File: config.mk
export PLATFORM = sky130hd
export DESIGN_NAME = spi_controller
export DESIGN_NICKNAME = d
export VERILOG_FILES = /design/src/verilog/spi_pkg.sv /design/src/verilog/spi_axil_slave.sv /design/src/verilog/spi_regs.sv /design/src/verilog/spi_word_fifo.sv /design/src/verilog/spi_frame_ctrl.sv /design/src/verilog/spi_char_shifter.sv /design/src/verilog/spi_controller.sv
export SDC_FILE = /design/constraint.sdc
export NUM_CORES = 1
export LEC_CHECK = 0
export BUFFER_PORTS_ARGS = -buffer_cell sky130_fd_sc_hd__buf_2
export CAP_MARGIN = 20
export CORE_AREA = 2 2 326 328
export DETAILED_ROUTE_END_ITERATION = 16
export DIE_AREA = 0 0 328 330
export PLACE_DENSITY_LB_ADDON = 0.12
export SETUP_SLACK_MARGIN = 0.2
export SYNTH_ARGS = -nofsm -noshare
export SYNTH_HDL_FRONTEND = slang
export SYNTH_SLANG_ARGS = --single-unit
File: constraint.sdc
create_clock -name S_SYSCLK -period 6.6 [get_ports S_SYSCLK]
set_input_delay 1.32 -clock S_SYSCLK [delete_from_list [all_inputs] [get_ports S_SYSCLK]]
set_output_delay 1.32 -clock S_SYSCLK [all_outputs]
set_load 0.02 [all_outputs]
File: src/verilog/spi_pkg.sv
`default_nettype none

package spi_pkg;

    // sizes
    localparam int DATA_W         = 32;
    localparam int ADDR_W         = 8;
    localparam int FIFO_DEPTH     = 4;
    localparam int FIFO_PTR_W     = $clog2(FIFO_DEPTH);
    localparam int FIFO_LVL_W     = 3;    // level runs 0..4
    localparam int CHAR_W         = 8;
    localparam int CHARS_PER_WORD = 4;
    localparam int NCS            = 4;
    localparam int CS_W           = 2;
    localparam int TRANLEN_W      = 4;    // characters minus one
    localparam int PM_W           = 4;

    // register map, byte addresses
    localparam logic [ADDR_W-1:0] ADDR_SPMODE  = 8'h00;
    localparam logic [ADDR_W-1:0] ADDR_SPSTAT  = 8'h04;
    localparam logic [ADDR_W-1:0] ADDR_SPCOM   = 8'h08;
    localparam logic [ADDR_W-1:0] ADDR_SPITF   = 8'h0C;
    localparam logic [ADDR_W-1:0] ADDR_SPIRF   = 8'h10;
    localparam logic [ADDR_W-1:0] ADDR_CSMODE0 = 8'h20;   // CSMODE1..3 every 4 bytes after

    // field positions
    localparam int SPMODE_EN        = 31;
    localparam int SPCOM_CS_HI      = 31;
    localparam int SPCOM_CS_LO      = 30;
    localparam int SPCOM_TRANLEN_HI = 3;
    localparam int SPCOM_TRANLEN_LO = 0;
    localparam int CSMODE_CPOL      = 31;
    localparam int CSMODE_CPHA      = 30;
    localparam int CSMODE_PM_HI     = 19;
    localparam int CSMODE_PM_LO     = 16;
    localparam int SPSTAT_BUSY      = 31;
    localparam int SPSTAT_RXLVL_LO  = 8;
    localparam int SPSTAT_TXLVL_LO  = 0;

    localparam logic [DATA_W-1:0] SPMODE_RST = 32'h0000_100F;   // enable clear
    localparam logic [DATA_W-1:0] CSMODE_RST = 32'h0010_0000;

    localparam logic [1:0] RESP_OKAY   = 2'b00;
    localparam logic [1:0] RESP_SLVERR = 2'b10;

endpackage

`default_nettype wire

File: src/verilog/spi_axil_slave.sv
`timescale 1ns/100ps
`default_nettype none

module spi_axil_slave
    import spi_pkg::*;
(
    input  wire logic              S_SYSCLK,
    input  wire logic              S_RESETN,
    input  wire logic [ADDR_W-1:0] awaddr,
    input  wire logic              awvalid,
    output logic                   awready,
    input  wire logic [DATA_W-1:0] wdata,
    input  wire logic [3:0]        wstrb,
    input  wire logic              wvalid,
    output logic                   wready,
    output logic [1:0]             bresp,
    output logic                   bvalid,
    input  wire logic              bready,
    input  wire logic [ADDR_W-1:0] araddr,
    input  wire logic              arvalid,
    output logic                   arready,
    output logic [DATA_W-1:0]      rdata,
    output logic [1:0]             rresp,
    output logic                   rvalid,
    input  wire logic              rready,
    output logic                   wr_en,
    output logic [ADDR_W-1:0]      wr_addr,
    output logic [DATA_W-1:0]      wr_data,
    output logic [3:0]             wr_strb,
    input  wire logic              wr_err,
    output logic                   rd_en,
    output logic [ADDR_W-1:0]      rd_addr,
    input  wire logic [DATA_W-1:0] rd_data,
    input  wire logic              rd_err
);

    logic aw_take;
    logic ar_take;

    // one transfer in flight per direction
    assign aw_take = awvalid && wvalid && !awready && !bvalid;
    assign ar_take = arvalid && !arready && !rvalid;

    assign wr_en   = awready && wready;   // the handshake cycle
    assign wr_data = wdata;
    assign wr_strb = wstrb;
    assign rd_en   = arready;

    always_ff @(posedge S_SYSCLK or negedge S_RESETN)
    begin
        if (!S_RESETN)
        begin
            awready <= 1'b0;
            wready  <= 1'b0;
            bvalid  <= 1'b0;
            arready <= 1'b0;
            rvalid  <= 1'b0;
        end
        else
        begin
            awready <= aw_take;
            wready  <= aw_take;
            arready <= ar_take;
            if (wr_en)
                bvalid <= 1'b1;
            else if (bready)
                bvalid <= 1'b0;
            if (rd_en)
                rvalid <= 1'b1;
            else if (rready)
                rvalid <= 1'b0;
        end
    end

    // addresses and responses
    always_ff @(posedge S_SYSCLK)
    begin
        if (aw_take)
            wr_addr <= awaddr;
        if (wr_en)
            bresp <= wr_err ? RESP_SLVERR : RESP_OKAY;
        if (ar_take)
            rd_addr <= araddr;
        if (rd_en)
        begin
            rdata <= rd_data;
            rresp <= rd_err ? RESP_SLVERR : RESP_OKAY;
        end
    end

endmodule

`default_nettype wire

File: src/verilog/spi_regs.sv
`timescale 1ns/100ps
`default_nettype none

module spi_regs
    import spi_pkg::*;
(
    input  wire logic                  S_SYSCLK,
    input  wire logic                  S_RESETN,
    input  wire logic                  wr_en,
    input  wire logic [ADDR_W-1:0]     wr_addr,
    input  wire logic [DATA_W-1:0]     wr_data,
    input  wire logic [3:0]            wr_strb,
    output logic                       wr_err,
    input  wire logic                  rd_en,
    input  wire logic [ADDR_W-1:0]     rd_addr,
    output logic [DATA_W-1:0]          rd_data,
    output logic                       rd_err,
    output logic                       tx_push,
    input  wire logic                  tx_full,
    input  wire logic [FIFO_LVL_W-1:0] tx_level,
    output logic                       rx_pop,
    input  wire logic                  rx_empty,
    input  wire logic [FIFO_LVL_W-1:0] rx_level,
    input  wire logic [DATA_W-1:0]     rx_word,
    input  wire logic                  busy,
    output logic                       frame_start,
    output logic [CS_W-1:0]            cs_sel,
    output logic [TRANLEN_W-1:0]       tranlen,
    output logic                       enable,
    output logic                       cpol,
    output logic                       cpha,
    output logic [PM_W-1:0]            pm
);

    logic [DATA_W-1:0] spmode;
    logic [DATA_W-1:0] spcom;
    logic [DATA_W-1:0] csmode [NCS];
    logic [DATA_W-1:0] cur_csmode;
    logic [DATA_W-1:0] spstat;
    logic              hit_spmode;
    logic              hit_spcom;
    logic              hit_spitf;
    logic              hit_cs;
    logic              start_ok;

    function automatic logic [DATA_W-1:0] strb_merge(
        input logic [DATA_W-1:0] old_val,
        input logic [DATA_W-1:0] new_val,
        input logic [3:0]        strb
    );
        logic [DATA_W-1:0] res;
        res = old_val;
        for (int i = 0; i < 4; i++)
        begin
            if (strb[i])
                res[i*8 +: 8] = new_val[i*8 +: 8];
        end
        return res;
    endfunction

    assign hit_spmode = wr_addr[ADDR_W-1:2] == ADDR_SPMODE[ADDR_W-1:2];
    assign hit_spcom  = wr_addr[ADDR_W-1:2] == ADDR_SPCOM[ADDR_W-1:2];
    assign hit_spitf  = wr_addr[ADDR_W-1:2] == ADDR_SPITF[ADDR_W-1:2];
    assign hit_cs     = wr_addr[ADDR_W-1:4] == ADDR_CSMODE0[ADDR_W-1:4];

    assign wr_err   = !(hit_spmode || hit_spcom || hit_cs || (hit_spitf && !tx_full));
    assign tx_push  = wr_en && hit_spitf && !tx_full;
    assign start_ok = wr_en && hit_spcom && enable && !busy;   // otherwise dropped

    always_ff @(posedge S_SYSCLK or negedge S_RESETN)
    begin
        if (!S_RESETN)
        begin
            spmode      <= SPMODE_RST;
            spcom       <= '0;
            frame_start <= 1'b0;
            for (int i = 0; i < NCS; i++)
                csmode[i] <= CSMODE_RST;
        end
        else
        begin
            frame_start <= start_ok;   // spcom already holds the new command
            if (wr_en && hit_spmode)
                spmode <= strb_merge(spmode, wr_data, wr_strb);
            if (start_ok)
                spcom <= strb_merge(spcom, wr_data, wr_strb);
            if (wr_en && hit_cs)
                csmode[wr_addr[CS_W+1:2]] <= strb_merge(csmode[wr_addr[CS_W+1:2]],
                                                        wr_data, wr_strb);
        end
    end

    always_comb
    begin
        spstat = '0;
        spstat[SPSTAT_BUSY] = busy;
        spstat[SPSTAT_RXLVL_LO +: FIFO_LVL_W] = rx_level;
        spstat[SPSTAT_TXLVL_LO +: FIFO_LVL_W] = tx_level;
    end

    // read mux
    always_comb
    begin
        rd_data = '0;
        rd_err  = 1'b0;
        rx_pop  = 1'b0;
        if (rd_addr[ADDR_W-1:4] == ADDR_CSMODE0[ADDR_W-1:4])
            rd_data = csmode[rd_addr[CS_W+1:2]];
        else
        begin
            case (rd_addr[ADDR_W-1:2])
                ADDR_SPMODE[ADDR_W-1:2]: rd_data = spmode;
                ADDR_SPSTAT[ADDR_W-1:2]: rd_data = spstat;
                ADDR_SPCOM[ADDR_W-1:2]:  rd_data = spcom;
                ADDR_SPIRF[ADDR_W-1:2]:
                begin
                    rd_data = rx_empty ? '0 : rx_word;
                    rd_err  = rx_empty;
                    rx_pop  = rd_en && !rx_empty;
                end
                default: rd_err = 1'b1;
            endcase
        end
    end

    // mode of the chip select held in SPCOM
    assign enable     = spmode[SPMODE_EN];
    assign cs_sel     = spcom[SPCOM_CS_HI:SPCOM_CS_LO];
    assign tranlen    = spcom[SPCOM_TRANLEN_HI:SPCOM_TRANLEN_LO];
    assign cur_csmode = csmode[cs_sel];
    assign cpol       = cur_csmode[CSMODE_CPOL];
    assign cpha       = cur_csmode[CSMODE_CPHA];
    assign pm         = cur_csmode[CSMODE_PM_HI:CSMODE_PM_LO];

endmodule

`default_nettype wire

File: src/verilog/spi_word_fifo.sv
`timescale 1ns/100ps
`default_nettype none

module spi_word_fifo
    import spi_pkg::*;
(
    input  wire logic              S_SYSCLK,
    input  wire logic              S_RESETN,
    input  wire logic              push,
    input  wire logic [DATA_W-1:0] push_data,
    input  wire logic              pop,
    output logic [DATA_W-1:0]      pop_data,
    output logic                   full,
    output logic                   empty,
    output logic [FIFO_LVL_W-1:0]  level
);

    logic [DATA_W-1:0]     mem [FIFO_DEPTH];
    logic [FIFO_PTR_W-1:0] wr_ptr;
    logic [FIFO_PTR_W-1:0] rd_ptr;
    logic                  do_push;
    logic                  do_pop;

    assign full     = level == FIFO_LVL_W'(FIFO_DEPTH);
    assign empty    = level == '0;
    assign do_push  = push && !full;   // dropped when full
    assign do_pop   = pop && !empty;
    assign pop_data = mem[rd_ptr];     // head word

    always_ff @(posedge S_SYSCLK or negedge S_RESETN)
    begin
        if (!S_RESETN)
        begin
            wr_ptr <= '0;
            rd_ptr <= '0;
            level  <= '0;
        end
        else
        begin
            if (do_push)
                wr_ptr <= wr_ptr + 1'b1;   // wraps at depth
            if (do_pop)
                rd_ptr <= rd_ptr + 1'b1;
            level <= level + FIFO_LVL_W'(do_push) - FIFO_LVL_W'(do_pop);
        end
    end

    always_ff @(posedge S_SYSCLK)
    begin
        if (do_push)
            mem[wr_ptr] <= push_data;
    end

endmodule

`default_nettype wire

File: src/verilog/spi_frame_ctrl.sv
`timescale 1ns/100ps
`default_nettype none

module spi_frame_ctrl
    import spi_pkg::*;
(
    input  wire logic                 S_SYSCLK,
    input  wire logic                 S_RESETN,
    input  wire logic                 frame_start,
    input  wire logic [CS_W-1:0]      cs_sel,
    input  wire logic [TRANLEN_W-1:0] tranlen,
    input  wire logic                 enable,
    output logic                      busy,
    output logic                      tx_pop,
    input  wire logic                 tx_empty,
    input  wire logic [DATA_W-1:0]    tx_word,
    output logic                      rx_push,
    input  wire logic                 rx_full,
    output logic [DATA_W-1:0]         rx_word_out,
    output logic                      char_go,
    output logic [CHAR_W-1:0]         tx_char,
    input  wire logic                 char_done,
    input  wire logic [CHAR_W-1:0]    rx_char,
    output logic [NCS-1:0]            spi_cs_b
);

    logic [TRANLEN_W-1:0]                  chars_left;   // after the one in flight
    logic [$clog2(CHARS_PER_WORD)-1:0]     byte_idx;
    logic [DATA_W-1:0]                     tx_buf;
    logic                                  tx_valid;     // tx_buf has bytes left
    logic                                  in_char;
    logic                                  last;         // all characters done
    logic [DATA_W-1:0]                     rx_pack;
    logic [$clog2(CHARS_PER_WORD+1)-1:0]   rx_cnt;

    // fetch only between characters so no word of a later frame is taken
    assign tx_pop  = busy && !tx_valid && !in_char && !last && !tx_empty;
    assign char_go = busy && tx_valid && !in_char && !last && rx_cnt != CHARS_PER_WORD;
    assign tx_char = tx_buf[DATA_W-1-CHAR_W*byte_idx -: CHAR_W];   // 31:24 first

    assign rx_push     = busy && !rx_full &&
                         (rx_cnt == CHARS_PER_WORD || (last && rx_cnt != '0));
    assign rx_word_out = rx_pack << (CHAR_W * (CHARS_PER_WORD - rx_cnt));   // left-aligned

    always_ff @(posedge S_SYSCLK or negedge S_RESETN)
    begin
        if (!S_RESETN)
        begin
            busy       <= 1'b0;
            spi_cs_b   <= '1;
            chars_left <= '0;
            byte_idx   <= '0;
            tx_valid   <= 1'b0;
            in_char    <= 1'b0;
            last       <= 1'b0;
            rx_cnt     <= '0;
        end
        else
        begin
            // an aborted character still runs to its end in the shifter
            if (char_done)
                in_char <= 1'b0;
            else if (char_go)
                in_char <= 1'b1;

            if (!enable || (rx_push && last))
            begin
                busy     <= 1'b0;
                spi_cs_b <= '1;
                last     <= 1'b0;
            end
            else if (frame_start)
            begin
                busy       <= 1'b1;
                spi_cs_b   <= ~(NCS'(1) << cs_sel);
                chars_left <= tranlen;
                byte_idx   <= '0;
                tx_valid   <= 1'b0;
                rx_cnt     <= '0;
            end
            else if (busy)
            begin
                if (tx_pop)
                    tx_valid <= 1'b1;
                if (char_go)
                begin
                    byte_idx <= byte_idx + 1'b1;
                    if (byte_idx == CHARS_PER_WORD - 1)
                        tx_valid <= 1'b0;
                end
                if (char_done)
                begin
                    rx_cnt <= rx_cnt + 1'b1;
                    if (chars_left == '0)
                        last <= 1'b1;
                    else
                        chars_left <= chars_left - 1'b1;
                end
                if (rx_push)
                    rx_cnt <= '0;
            end
        end
    end

    always_ff @(posedge S_SYSCLK)
    begin
        if (tx_pop)
            tx_buf <= tx_word;
        if (char_done)
            rx_pack <= {rx_pack[DATA_W-CHAR_W-1:0], rx_char};
    end

endmodule

`default_nettype wire

File: src/verilog/spi_char_shifter.sv
`timescale 1ns/100ps
`default_nettype none

module spi_char_shifter
    import spi_pkg::*;
(
    input  wire logic              S_SYSCLK,
    input  wire logic              S_RESETN,
    input  wire logic              cpol,
    input  wire logic              cpha,
    input  wire logic [PM_W-1:0]   pm,
    input  wire logic              char_go,
    input  wire logic [CHAR_W-1:0] tx_char,
    output logic                   char_done,
    output logic [CHAR_W-1:0]      rx_char,
    output logic                   spi_sck,
    output logic                   spi_mosi,
    input  wire logic              spi_miso
);

    logic                            active;
    logic [PM_W-1:0]                 div_cnt;
    logic [$clog2(2*CHAR_W)-1:0]     half_cnt;   // even is the leading edge
    logic [CHAR_W-1:0]               tx_sh;      // next bit out at msb
    logic                            tick;
    logic                            shift_edge;

    assign tick       = active && div_cnt == pm;   // end of a half period
    assign shift_edge = half_cnt[0] != cpha;       // cpha 0 shifts on trailing

    always_ff @(posedge S_SYSCLK or negedge S_RESETN)
    begin
        if (!S_RESETN)
        begin
            active    <= 1'b0;
            div_cnt   <= '0;
            half_cnt  <= '0;
            spi_sck   <= 1'b0;
            char_done <= 1'b0;
        end
        else
        begin
            char_done <= tick && half_cnt == 2*CHAR_W - 1;
            if (!active)
            begin
                spi_sck  <= cpol;   // idle level
                div_cnt  <= '0;
                half_cnt <= '0;
                active   <= char_go;
            end
            else if (tick)
            begin
                spi_sck  <= ~spi_sck;
                div_cnt  <= '0;
                half_cnt <= half_cnt + 1'b1;
                if (half_cnt == 2*CHAR_W - 1)
                    active <= 1'b0;
            end
            else
                div_cnt <= div_cnt + 1'b1;
        end
    end

    always_ff @(posedge S_SYSCLK)
    begin
        if (!active && char_go)
        begin
            tx_sh <= cpha ? tx_char : {tx_char[CHAR_W-2:0], 1'b0};
            if (!cpha)
                spi_mosi <= tx_char[CHAR_W-1];   // ahead of the first edge
        end
        else if (tick && shift_edge)
        begin
            spi_mosi <= tx_sh[CHAR_W-1];
            tx_sh    <= tx_sh << 1;
        end
        else if (tick)
            rx_char <= {rx_char[CHAR_W-2:0], spi_miso};
    end

endmodule

`default_nettype wire

File: src/verilog/spi_controller.sv
`timescale 1ns/100ps
`default_nettype none

module spi_controller
    import spi_pkg::*;
(
    input  wire logic              S_SYSCLK,
    input  wire logic              S_RESETN,
    input  wire logic [ADDR_W-1:0] awaddr,
    input  wire logic              awvalid,
    output logic                   awready,
    input  wire logic [DATA_W-1:0] wdata,
    input  wire logic [3:0]        wstrb,
    input  wire logic              wvalid,
    output logic                   wready,
    output logic [1:0]             bresp,
    output logic                   bvalid,
    input  wire logic              bready,
    input  wire logic [ADDR_W-1:0] araddr,
    input  wire logic              arvalid,
    output logic                   arready,
    output logic [DATA_W-1:0]      rdata,
    output logic [1:0]             rresp,
    output logic                   rvalid,
    input  wire logic              rready,
    output logic                   spi_sck,
    output logic                   spi_mosi,
    input  wire logic              spi_miso,
    output logic [NCS-1:0]         spi_cs_b
);

    logic                  wr_en, wr_err, rd_en, rd_err;
    logic [ADDR_W-1:0]     wr_addr, rd_addr;
    logic [DATA_W-1:0]     wr_data, rd_data;
    logic [3:0]            wr_strb;
    logic                  tx_push, tx_pop, tx_full, tx_empty;
    logic                  rx_push, rx_pop, rx_full, rx_empty;
    logic [FIFO_LVL_W-1:0] tx_level, rx_level;
    logic [DATA_W-1:0]     tx_word, rx_word, rx_word_out;
    logic                  busy, frame_start, enable, cpol, cpha;
    logic [CS_W-1:0]       cs_sel;
    logic [TRANLEN_W-1:0]  tranlen;
    logic [PM_W-1:0]       pm;
    logic                  char_go, char_done;
    logic [CHAR_W-1:0]     tx_char, rx_char;

    spi_axil_slave u_axil_slave (.*);

    spi_regs u_regs (.*);

    spi_word_fifo u_tx_fifo (
        .S_SYSCLK  (S_SYSCLK),
        .S_RESETN  (S_RESETN),
        .push      (tx_push),
        .push_data (wr_data),
        .pop       (tx_pop),
        .pop_data  (tx_word),
        .full      (tx_full),
        .empty     (tx_empty),
        .level     (tx_level)
    );

    spi_word_fifo u_rx_fifo (
        .S_SYSCLK  (S_SYSCLK),
        .S_RESETN  (S_RESETN),
        .push      (rx_push),
        .push_data (rx_word_out),
        .pop       (rx_pop),
        .pop_data  (rx_word),
        .full      (rx_full),
        .empty     (rx_empty),
        .level     (rx_level)
    );

    spi_frame_ctrl u_frame_ctrl (.*);

    spi_char_shifter u_char_shifter (.*);

endmodule

`default_nettype wire

==> results of run 1 <==
through the flow:
step / util / total power [W]
CTS: 0.291 / 0.00894
finish: 0.292 / 0.00877
global route: 0.291 / 0.00914
detailed placement: 0.269 / 0.00492
floorplan: - / 0.00469
global placement: 0.269 / 0.00490
worst paths after layout:
path                                      startpoint                       to  slack [ps]  cells past startpoint
max in group asynchronous                   S_RESETN       u_regs.csmode[120]        4450                      2
min                        u_char_shifter.rx_char[7]  u_frame_ctrl.rx_pack[7]         420                      0
max reg2reg                  u_axil_slave.wr_addr[7]        u_regs.spmode[15]        3200                      5
max                          u_axil_slave.wr_addr[7]        u_regs.spmode[15]        3200                      5
min in group asynchronous                   S_RESETN      u_tx_fifo.wr_ptr[1]         770                      1
min reg2reg                u_char_shifter.rx_char[7]  u_frame_ctrl.rx_pack[7]         420                      0
sequential cells by signal, summed over array words and instances (netlist names), 6 cells and up:
name and cells:
u_regs.csmode 128, u_char_shifter.rx_char 8, u_regs.spcom 32, u_tx_fifo.mem 128, u_frame_ctrl.tx_buf 32, u_rx_fifo.mem 128, u_frame_ctrl.rx_pack 32, u_axil_slave.wr_addr 6
u_axil_slave.rd_addr 6, u_regs.spmode 32, u_char_shifter.tx_sh 8, u_axil_slave.rdata 32
critical path: stages, from the launching register on:
cell	delay, ps
edfxtp_1	400
nor4b_1	490
nand2b_1	300
nor3_1	990
nand2_1	650
mux2_2	450
kinds of logic after synthesis:
logic type,count (synthesis)
xor gates and xnor gates,19
and+or+nand+nor,284
buffers and inverters,123
DFF,622
adders and majority gates,21
AOI/OAI and AO/OA,269
other,1
muxes,268
power by group through the flow:
stage	Clock (W)	Sequential (W)	Combinational (W)
detailed placement	0	0.00443	0.000493
finish	0.00394	0.00435	0.000479
global placement	0	0.00442	0.000483
floorplan	0	0.00443	0.000261
global route	0.00424	0.00437	0.000532
CTS	0.00409	0.00435	0.000494
layer usage:
metal	track usage	vias to the layer above	part of all wire
li1	-	6480	-
met1	0.184	7595	0.46
met2	0.218	244	0.48
met3	0.0244	81	0.039
met4	0.0344	2	0.016
met5	0	-	0.00018
Yosys cell counts, drive strengths merged, types with 2 or more instances:
cell type | n | area [um^2]
a221o | 24 | 240
a22o | 26 | 228
xnor2 | 13 | 114
a21o | 2 | 15.0
a21oi | 23 | 115
inv | 28 | 105
nand2b | 4 | 25.0
nor2 | 35 | 131
nand3b | 5 | 37.5
buf | 27 | 153
mux4 | 142 | 3210
dfstp | 13 | 342
nand3 | 16 | 80.1
fa | 2 | 40.0
o21ai | 147 | 736
nor3b | 7 | 57.6
nor2b | 2 | 12.5
mux2i | 61 | 611
ha | 19 | 238
a32oi | 2 | 17.5
a22oi | 15 | 113
nor4b | 3 | 41.3
dfrtp | 226 | 5660
clkbuf | 68 | 255
o31ai | 3 | 22.5
a221oi | 7 | 61.3
nand2 | 173 | 649
or3 | 2 | 12.5
or4 | 2 | 15.0
edfxtp | 383 | 11500
o22ai | 12 | 75.1
and2 | 10 | 62.6
nor3 | 7 | 35.0
xor2 | 6 | 52.6
mux2 | 65 | 732
and3 | 11 | 68.8
o21a | 2 | 15.0
or2 | 2 | 12.5
cell type report:
class | instances | area [um^2]
Clock buffer | 111 | 2090
Fill cell | 10446 | 74200
Antenna cell | 6 | 15.0
Inverter | 28 | 105
Sequential cell | 622 | 17500
Clock inverter | 26 | 241
Timing Repair Buffer | 131 | 763
Tap cell | 1391 | 1740
Multi-Input combinational cell | 863 | 8060
==> impl_metrics.toml, run 1 <==
[die]
core_area_mm2 = 0.105
row_count = 119
design.die.area_mm2 = 0.108
floorplan.initialDensity = 0.249
io-pin-count = 107
die_height_um = 330
floorplan.die.width_um = 328

[power]
power.share.switching = 0.228
power.static_leakage_nw = 10.9
power_per_cell_area_mw_per_mm2 = 287
comb_power_share = 0.055
seq_power_share = 0.496
vdd.ir_drop.worst_mv = 0.162
clkPwrFrac = 0.449
p_sw_w = 0.00200
power.internal_w = 0.00677

[synth]
syn-cell-area_mm2 = 0.0260
synth-seq-cells = 622
postSynth.asyncResetShare = 0.384
synth-edff-count = 383
postSynth.topFlopCell = "edfxtp_1"
syn-mean-instance-area_um2 = 16.2
synth_compound_gate_area_share = 0.0659
yosysWarnings = 0
post_synth_fa_ha_maj_area_fraction = 0.0107
post_synth_xor_area_fraction = 0.00640
synth-simple-area-share = 0.0493
synth.area.mux_share = 0.175
synthesis.instances = 1607
portion_of_the_post_synthesis_area_used_by_sequential_elements = 0.673
combinational_family_with_the_most_area_after_synthesis = "multiplexers"
post_synth_num_cell_types = 59

[drt]
routed_wl_mm = 72.0
routedWlPerCell_um = 22.7
route.detailed.drc = 0
detail_route.vias_per_cell = 4.53
vias_after_detailed_routing = 14402
postRouteAntennaNets = 0
drt_pre_antenna_iters = 5
first_iter_violations = 857

[setup_path]
start_kind = "flop"
timing.critical_path.required_ps = 7090
critical_path.max_fanout = 8
setup.worst_path.end_class = "flop"
path_class = "reg -> reg"
cp_data_arrival_time_ps = 3890

[placed_design]
post-place-ws_ps = 2860
i_o_buffers = 100
post-place-cells = 3033
gpl.final_weighted_congestion = 0.728
place_hpwl_mm = 46.0
post_dp_cell_area_mm2 = 0.0281

[global_route]
grt_pass1_wl_mm = 105
grt_start_max_net_pins = 138
grt_use_total = 0.134
globalRoute.totalOverflow = 0
grt_pass1_vias = 15023
antenna_found_initial = 5

[clock_network]
worst_skew_pair.late_latency_ps = 630
deepest_level_of_the_cts_h_tree = 3
cts_buffers = 74
ctsResizeCount = 0
clock_tree_from_tritoncts = "built"
post_cts_buffers = 0
clk_pin_slew_ps = 60
clockRootBuffer = "clkbuf_16"
cts_hold_repair.buffers = 0
ctsLongestPathBuffers = 3
clock-sinks = 622

[final_layout]
most-common-layout-cells = "383 x edfxtp_1, 223 x dfrtp_1, 171 x nand2_1"
layout-drive-gt1-share = 0.262
instances_no_fill = 3178
final_cell_area_mm2 = 0.0305
mostFrequentLayoutCell = "edfxtp_1"
synthToLayoutAreaGrowth_pct = 17.3
design.final.nets = 1801

[sta]
final_cycle_utilization_of_the_critical_path = 0.515
fmax_mhz = 294
max_slew_violation_total_from_the_final_report = 0
setup_slack_of_the_critical_path_after_layout_ps = 3200
finalWorstPathRequiredPeriod_ps = 3400
slew-limit-headroom = 0.187
totalNegativeSetupSlack_ps = 0
grt_setup_unrepaired = "no"
worstMarginPinSlew_ps = 1210
hold_viol = 0
finalSetupViolCount = 0
hold_slack_ps = 419
worst_clock_skew_ps = 32.9

[hold_path]
hold_class = "reg -> reg"

[flow_run]
drv_cap = 0

[outcome]
run_status = "finished, final reports clean"
Note: power is estimated with default switching activity, not from simulation.
==> run 2: changes to the inputs <==
clock period = 2.9 ns   (was 6.6 ns; I/O delays follow)
==> run 2 against run 1 <==
Non-clock buffer count up 27. Sequential share of layout area down 0.98 points. Final area up 1.7%. Count of clock-buffer cells in the layout fell by 8. Sequential power increased by 130%. Critical path depth rose by 3. Final cell count increased by 0.72%. Register-to-register slack lost 2900 ps. Largest power group unchanged.
==> impl_metrics.toml, run 2 (synthesis results as in run 1) <==
[setup_path]
ff2ff_setup_slack_ps = 260
timing.critical_path.required_ps = 3440
slowest_stage = "or4b_2"
setup.worst_path.end_class = "flop"
critPathBufInv = 1
critPathTopFamily = "simple AND/OR/NAND/NOR gates"
critical_path.reg2reg.startpoint = "u_axil_slave.rd_addr[6]"
critical_path.max_fanout = 4
cp_data_arrival_time_ps = 3180
r2r_end = "u_rx_fifo.level[2]"
path_class = "reg -> reg"
r2r_cells = 8
critical_path.max_stage_delay_ps = 650
start_kind = "flop"
cp_cell_sequence = "or4b_2 > and3_1 > ha_1 > inv_1 > ha_1 > fa_1 > xnor2_1 > xnor2_1"

[final_layout]
largest_registers = "u_regs.csmode (128), u_rx_fifo.mem (128), u_tx_fifo.mem (128)"
layout-drive-gt1-share = 0.282
most-common-layout-cells = "383 x edfxtp_1, 223 x dfrtp_1, 171 x nand2_1"
design.final.nets = 1829
final_cell_area_mm2 = 0.0310
instances_no_fill = 3201
synthToLayoutAreaGrowth_pct = 19.4
mostFrequentLayoutCell = "edfxtp_1"

[power]
post-layout-total-power_w = 0.0204
power_per_cell_area_mw_per_mm2 = 657
vdd.ir_drop.worst_mv = 0.360
power.static_leakage_nw = 11.1

[sta]
final_cycle_utilization_of_the_critical_path = 0.910
totalNegativeSetupSlack_ps = 0
worstMarginPinSlew_ps = 947
hold_slack_ps = 133
slew-limit-headroom = 0.367
max_slew_violation_total_from_the_final_report = 0
finalSetupViolCount = 0
finalWorstPathRequiredPeriod_ps = 2640
fmax_mhz = 379
hold_viol = 0
worst_clock_skew_ps = 37.7
grt_setup_unrepaired = "yes"

[die]
core_area_mm2 = 0.105
die_height_um = 330
floorplan.initialDensity = 0.249
io-pin-count = 107
row_count = 119
floorplan.die.width_um = 328
design.die.area_mm2 = 0.108

[drt]
vias_after_detailed_routing = 14568
postRouteAntennaNets = 0
drt_pre_antenna_iters = 6
detail_route.vias_per_cell = 4.55
route.detailed.drc = 0
routedWlPerCell_um = 22.9
routed_wl_mm = 73.2
first_iter_violations = 965

[clock_network]
clockRootBuffer = "clkbuf_16"
worst_skew_pair.late_latency_ps = 640
clock_tree_from_tritoncts = "built"
ctsLongestPathBuffers = 3
deepest_level_of_the_cts_h_tree = 3
cts_buffers = 75
clk_pin_slew_ps = 50
clock-sinks = 622

[global_route]
antenna_found_initial = 1
globalRoute.totalOverflow = 0
grt_use_total = 0.136
grt_start_max_net_pins = 66
grt_pass1_vias = 15336
grt_pass1_wl_mm = 107

[placed_design]
post-place-cells = 3059
place_hpwl_mm = 47.2
i_o_buffers = 100
post_dp_cell_area_mm2 = 0.0285
gpl.final_weighted_congestion = 0.723

[flow_run]
drv_cap = 0

[hold_path]
hp-start = "awaddr[3]"
min_delay_path_depth = 1
min_delay_worst_endpoint = "u_axil_slave.wr_addr[3]"
hold_class = "in -> reg"

[outcome]
run_status = "finished, final reports clean"
run 2: cell count changes in the layout (fill, tap and decap cells not counted), sizes merged:
cell,previous run,this run
clkbuf,111,103
bufinv,3,5
diode,6,1
dlygate4sd3,0,1
clkinv,19,26
buf,131,157
run 2: through the flow:
| stage | setup WS (ps) | utilization |
|---|---|---|
| 2_1_floorplan | 239 | - |
| 3_3_place_gp | 28.6 | 0.272 |
| 3_5_place_dp | 14.3 | 0.272 |
| 4_1_cts | 225 | 0.296 |
| 5_1_grt | 129 | 0.297 |
| 6_report | 261 | 0.297 |
run 2: power by group:
group          total [W]  internal, W  switching, W
clock            0.00936      0.00561       0.00375
combinational    0.00112     0.000466      0.000658
sequential       0.00991      0.00969      0.000217
run 2: routing by layer:
| layer | global-route usage | vias to the layer above | share of wire |
|---|---|---|---|
| li1 | - | 6534 | - |
| met1 | 0.186 | 7657 | 0.47 |
| met2 | 0.222 | 260 | 0.48 |
| met3 | 0.0248 | 117 | 0.035 |
| met4 | 0.0342 | 0 | 0.022 |
| met5 | 0 | - | 0 |
run 2: worst max path at each step:
stage / from / to / slack (ps) / depth (start not counted)
after floorplan: u_axil_slave.wr_addr[3] / u_tx_fifo.mem[0][0] / 240 / 5
after global placement: u_axil_slave.wr_addr[4] / u_regs.spcom[9] / 30 / 5
after detailed placement: u_axil_slave.awready / u_regs.spcom[9] / 10 / 5
after CTS: u_axil_slave.rd_addr[7] / u_rx_fifo.level[2] / 220 / 8
after global routing: u_axil_slave.rd_addr[4] / u_rx_fifo.level[2] / 130 / 8
final: u_axil_slave.rd_addr[6] / u_rx_fifo.level[2] / 260 / 8
run 2: timing repair:
item	CTS	global route
hold buffers	1	0
gates cloned	0	0
buffers inserted	1	1
gates resized for setup	0	5
setup endpoints to repair	32	81
pin swaps	1	0
endpoints found under the hold margin	58	0
run 2: layout make-up:
cell class	count	area (um^2)
multi-input combinational	863	8090
fill	10366	73600
inverter	28	105
sequential	622	17500
clock inverter	35	325
timing repair buffer	158	1150
antenna	1	2.50
tap	1391	1740
clock buffer	103	2140
==> run 3: changes to the inputs <==
CORE_AREA = 2 2 232 234   (was 2 2 326 328)
CTS_BUF_LIST = sky130_fd_sc_hd__clkbuf_2 sky130_fd_sc_hd__clkbuf_4 sky130_fd_sc_hd__clkbuf_8   (was default)
DIE_AREA = 0 0 234 236   (was 0 0 328 330)
==> run 3 against run 2 <==
Hold slack got worse by 52 ps. Wire length shrank 15%. Clock power is 17% lower. Global-route usage grew 9.3 points. Via count increased by 0.98%. Final area is 4.2% lower. Combinational power barely moved. Sequential power hardly changed. Critical path depth unchanged. Utilization grew 26 points. Largest cell class unchanged.
==> impl_metrics.toml, run 3 (synthesis results as in run 1) <==
[clock_network]
clockRootBuffer = "clkbuf_8"
clock_tree_from_tritoncts = "built"
deepest_level_of_the_cts_h_tree = 3
clock-sinks = 622
ctsLongestPathBuffers = 3
worst_skew_pair.late_latency_ps = 690
clk_pin_slew_ps = 60
cts_buffers = 103

[setup_path]
slowest_stage = "or4b_2"
setup.worst_path.end_class = "flop"
critical_path_depth = 8
path_class = "reg -> reg"
timing.critical_path.required_ps = 3450
critPathBufInv = 1
r2r_cells = 8
critical_path.max_stage_delay_ps = 710
critPathTopFamily = "simple AND/OR/NAND/NOR gates"
cp_cell_sequence = "or4b_2 > and3_1 > ha_1 > inv_1 > ha_1 > fa_1 > xnor2_1 > xnor2_1"
cp_data_arrival_time_ps = 3180
critical_path.max_fanout = 3
start_kind = "flop"

[drt]
met1Wirelength_mm = 27.3
routed_wl_mm = 61.9
detail_route.vias_per_cell = 5.75
route.detailed.drc = 0
wl_met2_mm = 30.1
drt_pre_antenna_iters = 5
postRouteAntennaNets = 0
first_iter_violations = 1078
routedWlPerCell_um = 24.2
vias_after_detailed_routing = 14711
wl_met3_mm = 3.09
maxUsedRoutingLayer = "met4"

[sta]
grt_setup_unrepaired = "yes"
worst_clock_skew_ps = 27.9
slew-limit-headroom = 0.405
finalSetupViolCount = 0
hold_slack_ps = 80.8
hold_viol = 0
fmax_mhz = 381
final_cycle_utilization_of_the_critical_path = 0.906
worstMarginPinSlew_ps = 891
max_slew_violation_total_from_the_final_report = 0
finalWorstPathRequiredPeriod_ps = 2630
totalNegativeSetupSlack_ps = 0

[outcome]
run_status = "finished, final reports clean"

[power]
power.static_leakage_nw = 11.0
post-layout-total-power_w = 0.0187
vdd.ir_drop.worst_mv = 0.402
power_per_cell_area_mw_per_mm2 = 630

[die]
die_height_um = 236
io-pin-count = 107
design.die.area_mm2 = 0.0552
floorplan.initialDensity = 0.490
floorplan.die.width_um = 234
row_count = 85
core_area_mm2 = 0.0531

[final_layout]
largest_registers = "u_regs.csmode (128), u_rx_fifo.mem (128), u_tx_fifo.mem (128)"
mostFrequentLayoutCell = "edfxtp_1"
synthToLayoutAreaGrowth_pct = 14.3
most-common-layout-cells = "383 x edfxtp_1, 223 x dfrtp_1, 171 x nand2_1"
layout-drive-gt1-share = 0.302
instances_no_fill = 2558
post-route-util = 0.560
design.final.nets = 1851

[flow_run]
drv_cap = 0

[placed_design]
gpl.final_weighted_congestion = 0.791
i_o_buffers = 100
post-place-cells = 2359
place_hpwl_mm = 39.0

[hold_path]
min_delay_path_depth = 1
hold_class = "in -> reg"

[global_route]
antenna_found_initial = 1
globalRoute.totalOverflow = 0
grt_use_total = 0.229
grt_start_max_net_pins = 66
grt_pass1_vias = 15083
grt_pass1_wl_mm = 93.2
-- run 3: stage by stage --
stage          instance area [um^2]  setup WS, ps
2_1_floorplan                 26000           239
3_3_place_gp                  27600           260
3_5_place_dp                  27600           233
4_1_cts                       29700           229
5_1_grt                       29700           130
6_report                      29700           272
-- run 3: path summary, 6_finish.rpt --
check | startpoint | to | slack [ps]
worst max-delay path | u_axil_slave.rd_addr[4] | u_rx_fifo.level[2] | 270
worst min-delay path | spi_miso | u_char_shifter.rx_char[0] | 80
worst max register to register | u_axil_slave.rd_addr[4] | u_rx_fifo.level[2] | 270
worst min register to register | u_char_shifter.rx_char[7] | u_frame_ctrl.rx_pack[7] | 450
max in group asynchronous | S_RESETN | u_regs.spmode[2] | 1640
min in group asynchronous | S_RESETN | u_regs.csmode[125] | 430
-- run 3: routing by layer --
layer,vias up,GRT usage
met2,352,0.360
met5,-,0
li1,6583,-
met4,0,0.0761
met3,84,0.0459
met1,7692,0.321
-- run 3: cell type report --
type,instances,area (um^2)
Fill cell,4169,23300
Sequential cell,622,17500
Multi-Input combinational cell,863,8060
Clock buffer,161,1920
Timing Repair Buffer,152,1090
Tap cell,696,871
Clock inverter,33,174
Inverter,28,105
Antenna cell,3,7.51
-- run 3: worst register-to-register path, stage by stage (launching register included) --
cell and delay (ps):
edfxtp_1 410, or4b_2 710, and3_1 250, ha_1 290, inv_1 40, ha_1 180, fa_1 380, xnor2_1 140
xnor2_1 120
-- run 3: what timing repair did --
item | 4_1_cts | 5_1_grt
endpoints found under the setup margin | 0 | 9
buffers inserted | 0 | 1
hold buffers | 1 | 0
resized for setup | 0 | 1
endpoints found under the hold margin | 46 | 0
-- run 3: power breakdown --
| part | switching, W | internal [W] |
|---|---|---|
| sequential | 0.000203 | 0.00969 |
| clock | 0.00343 | 0.00430 |
| combinational | 0.000635 | 0.000465 |
| total | 0.00427 | 0.0144 |
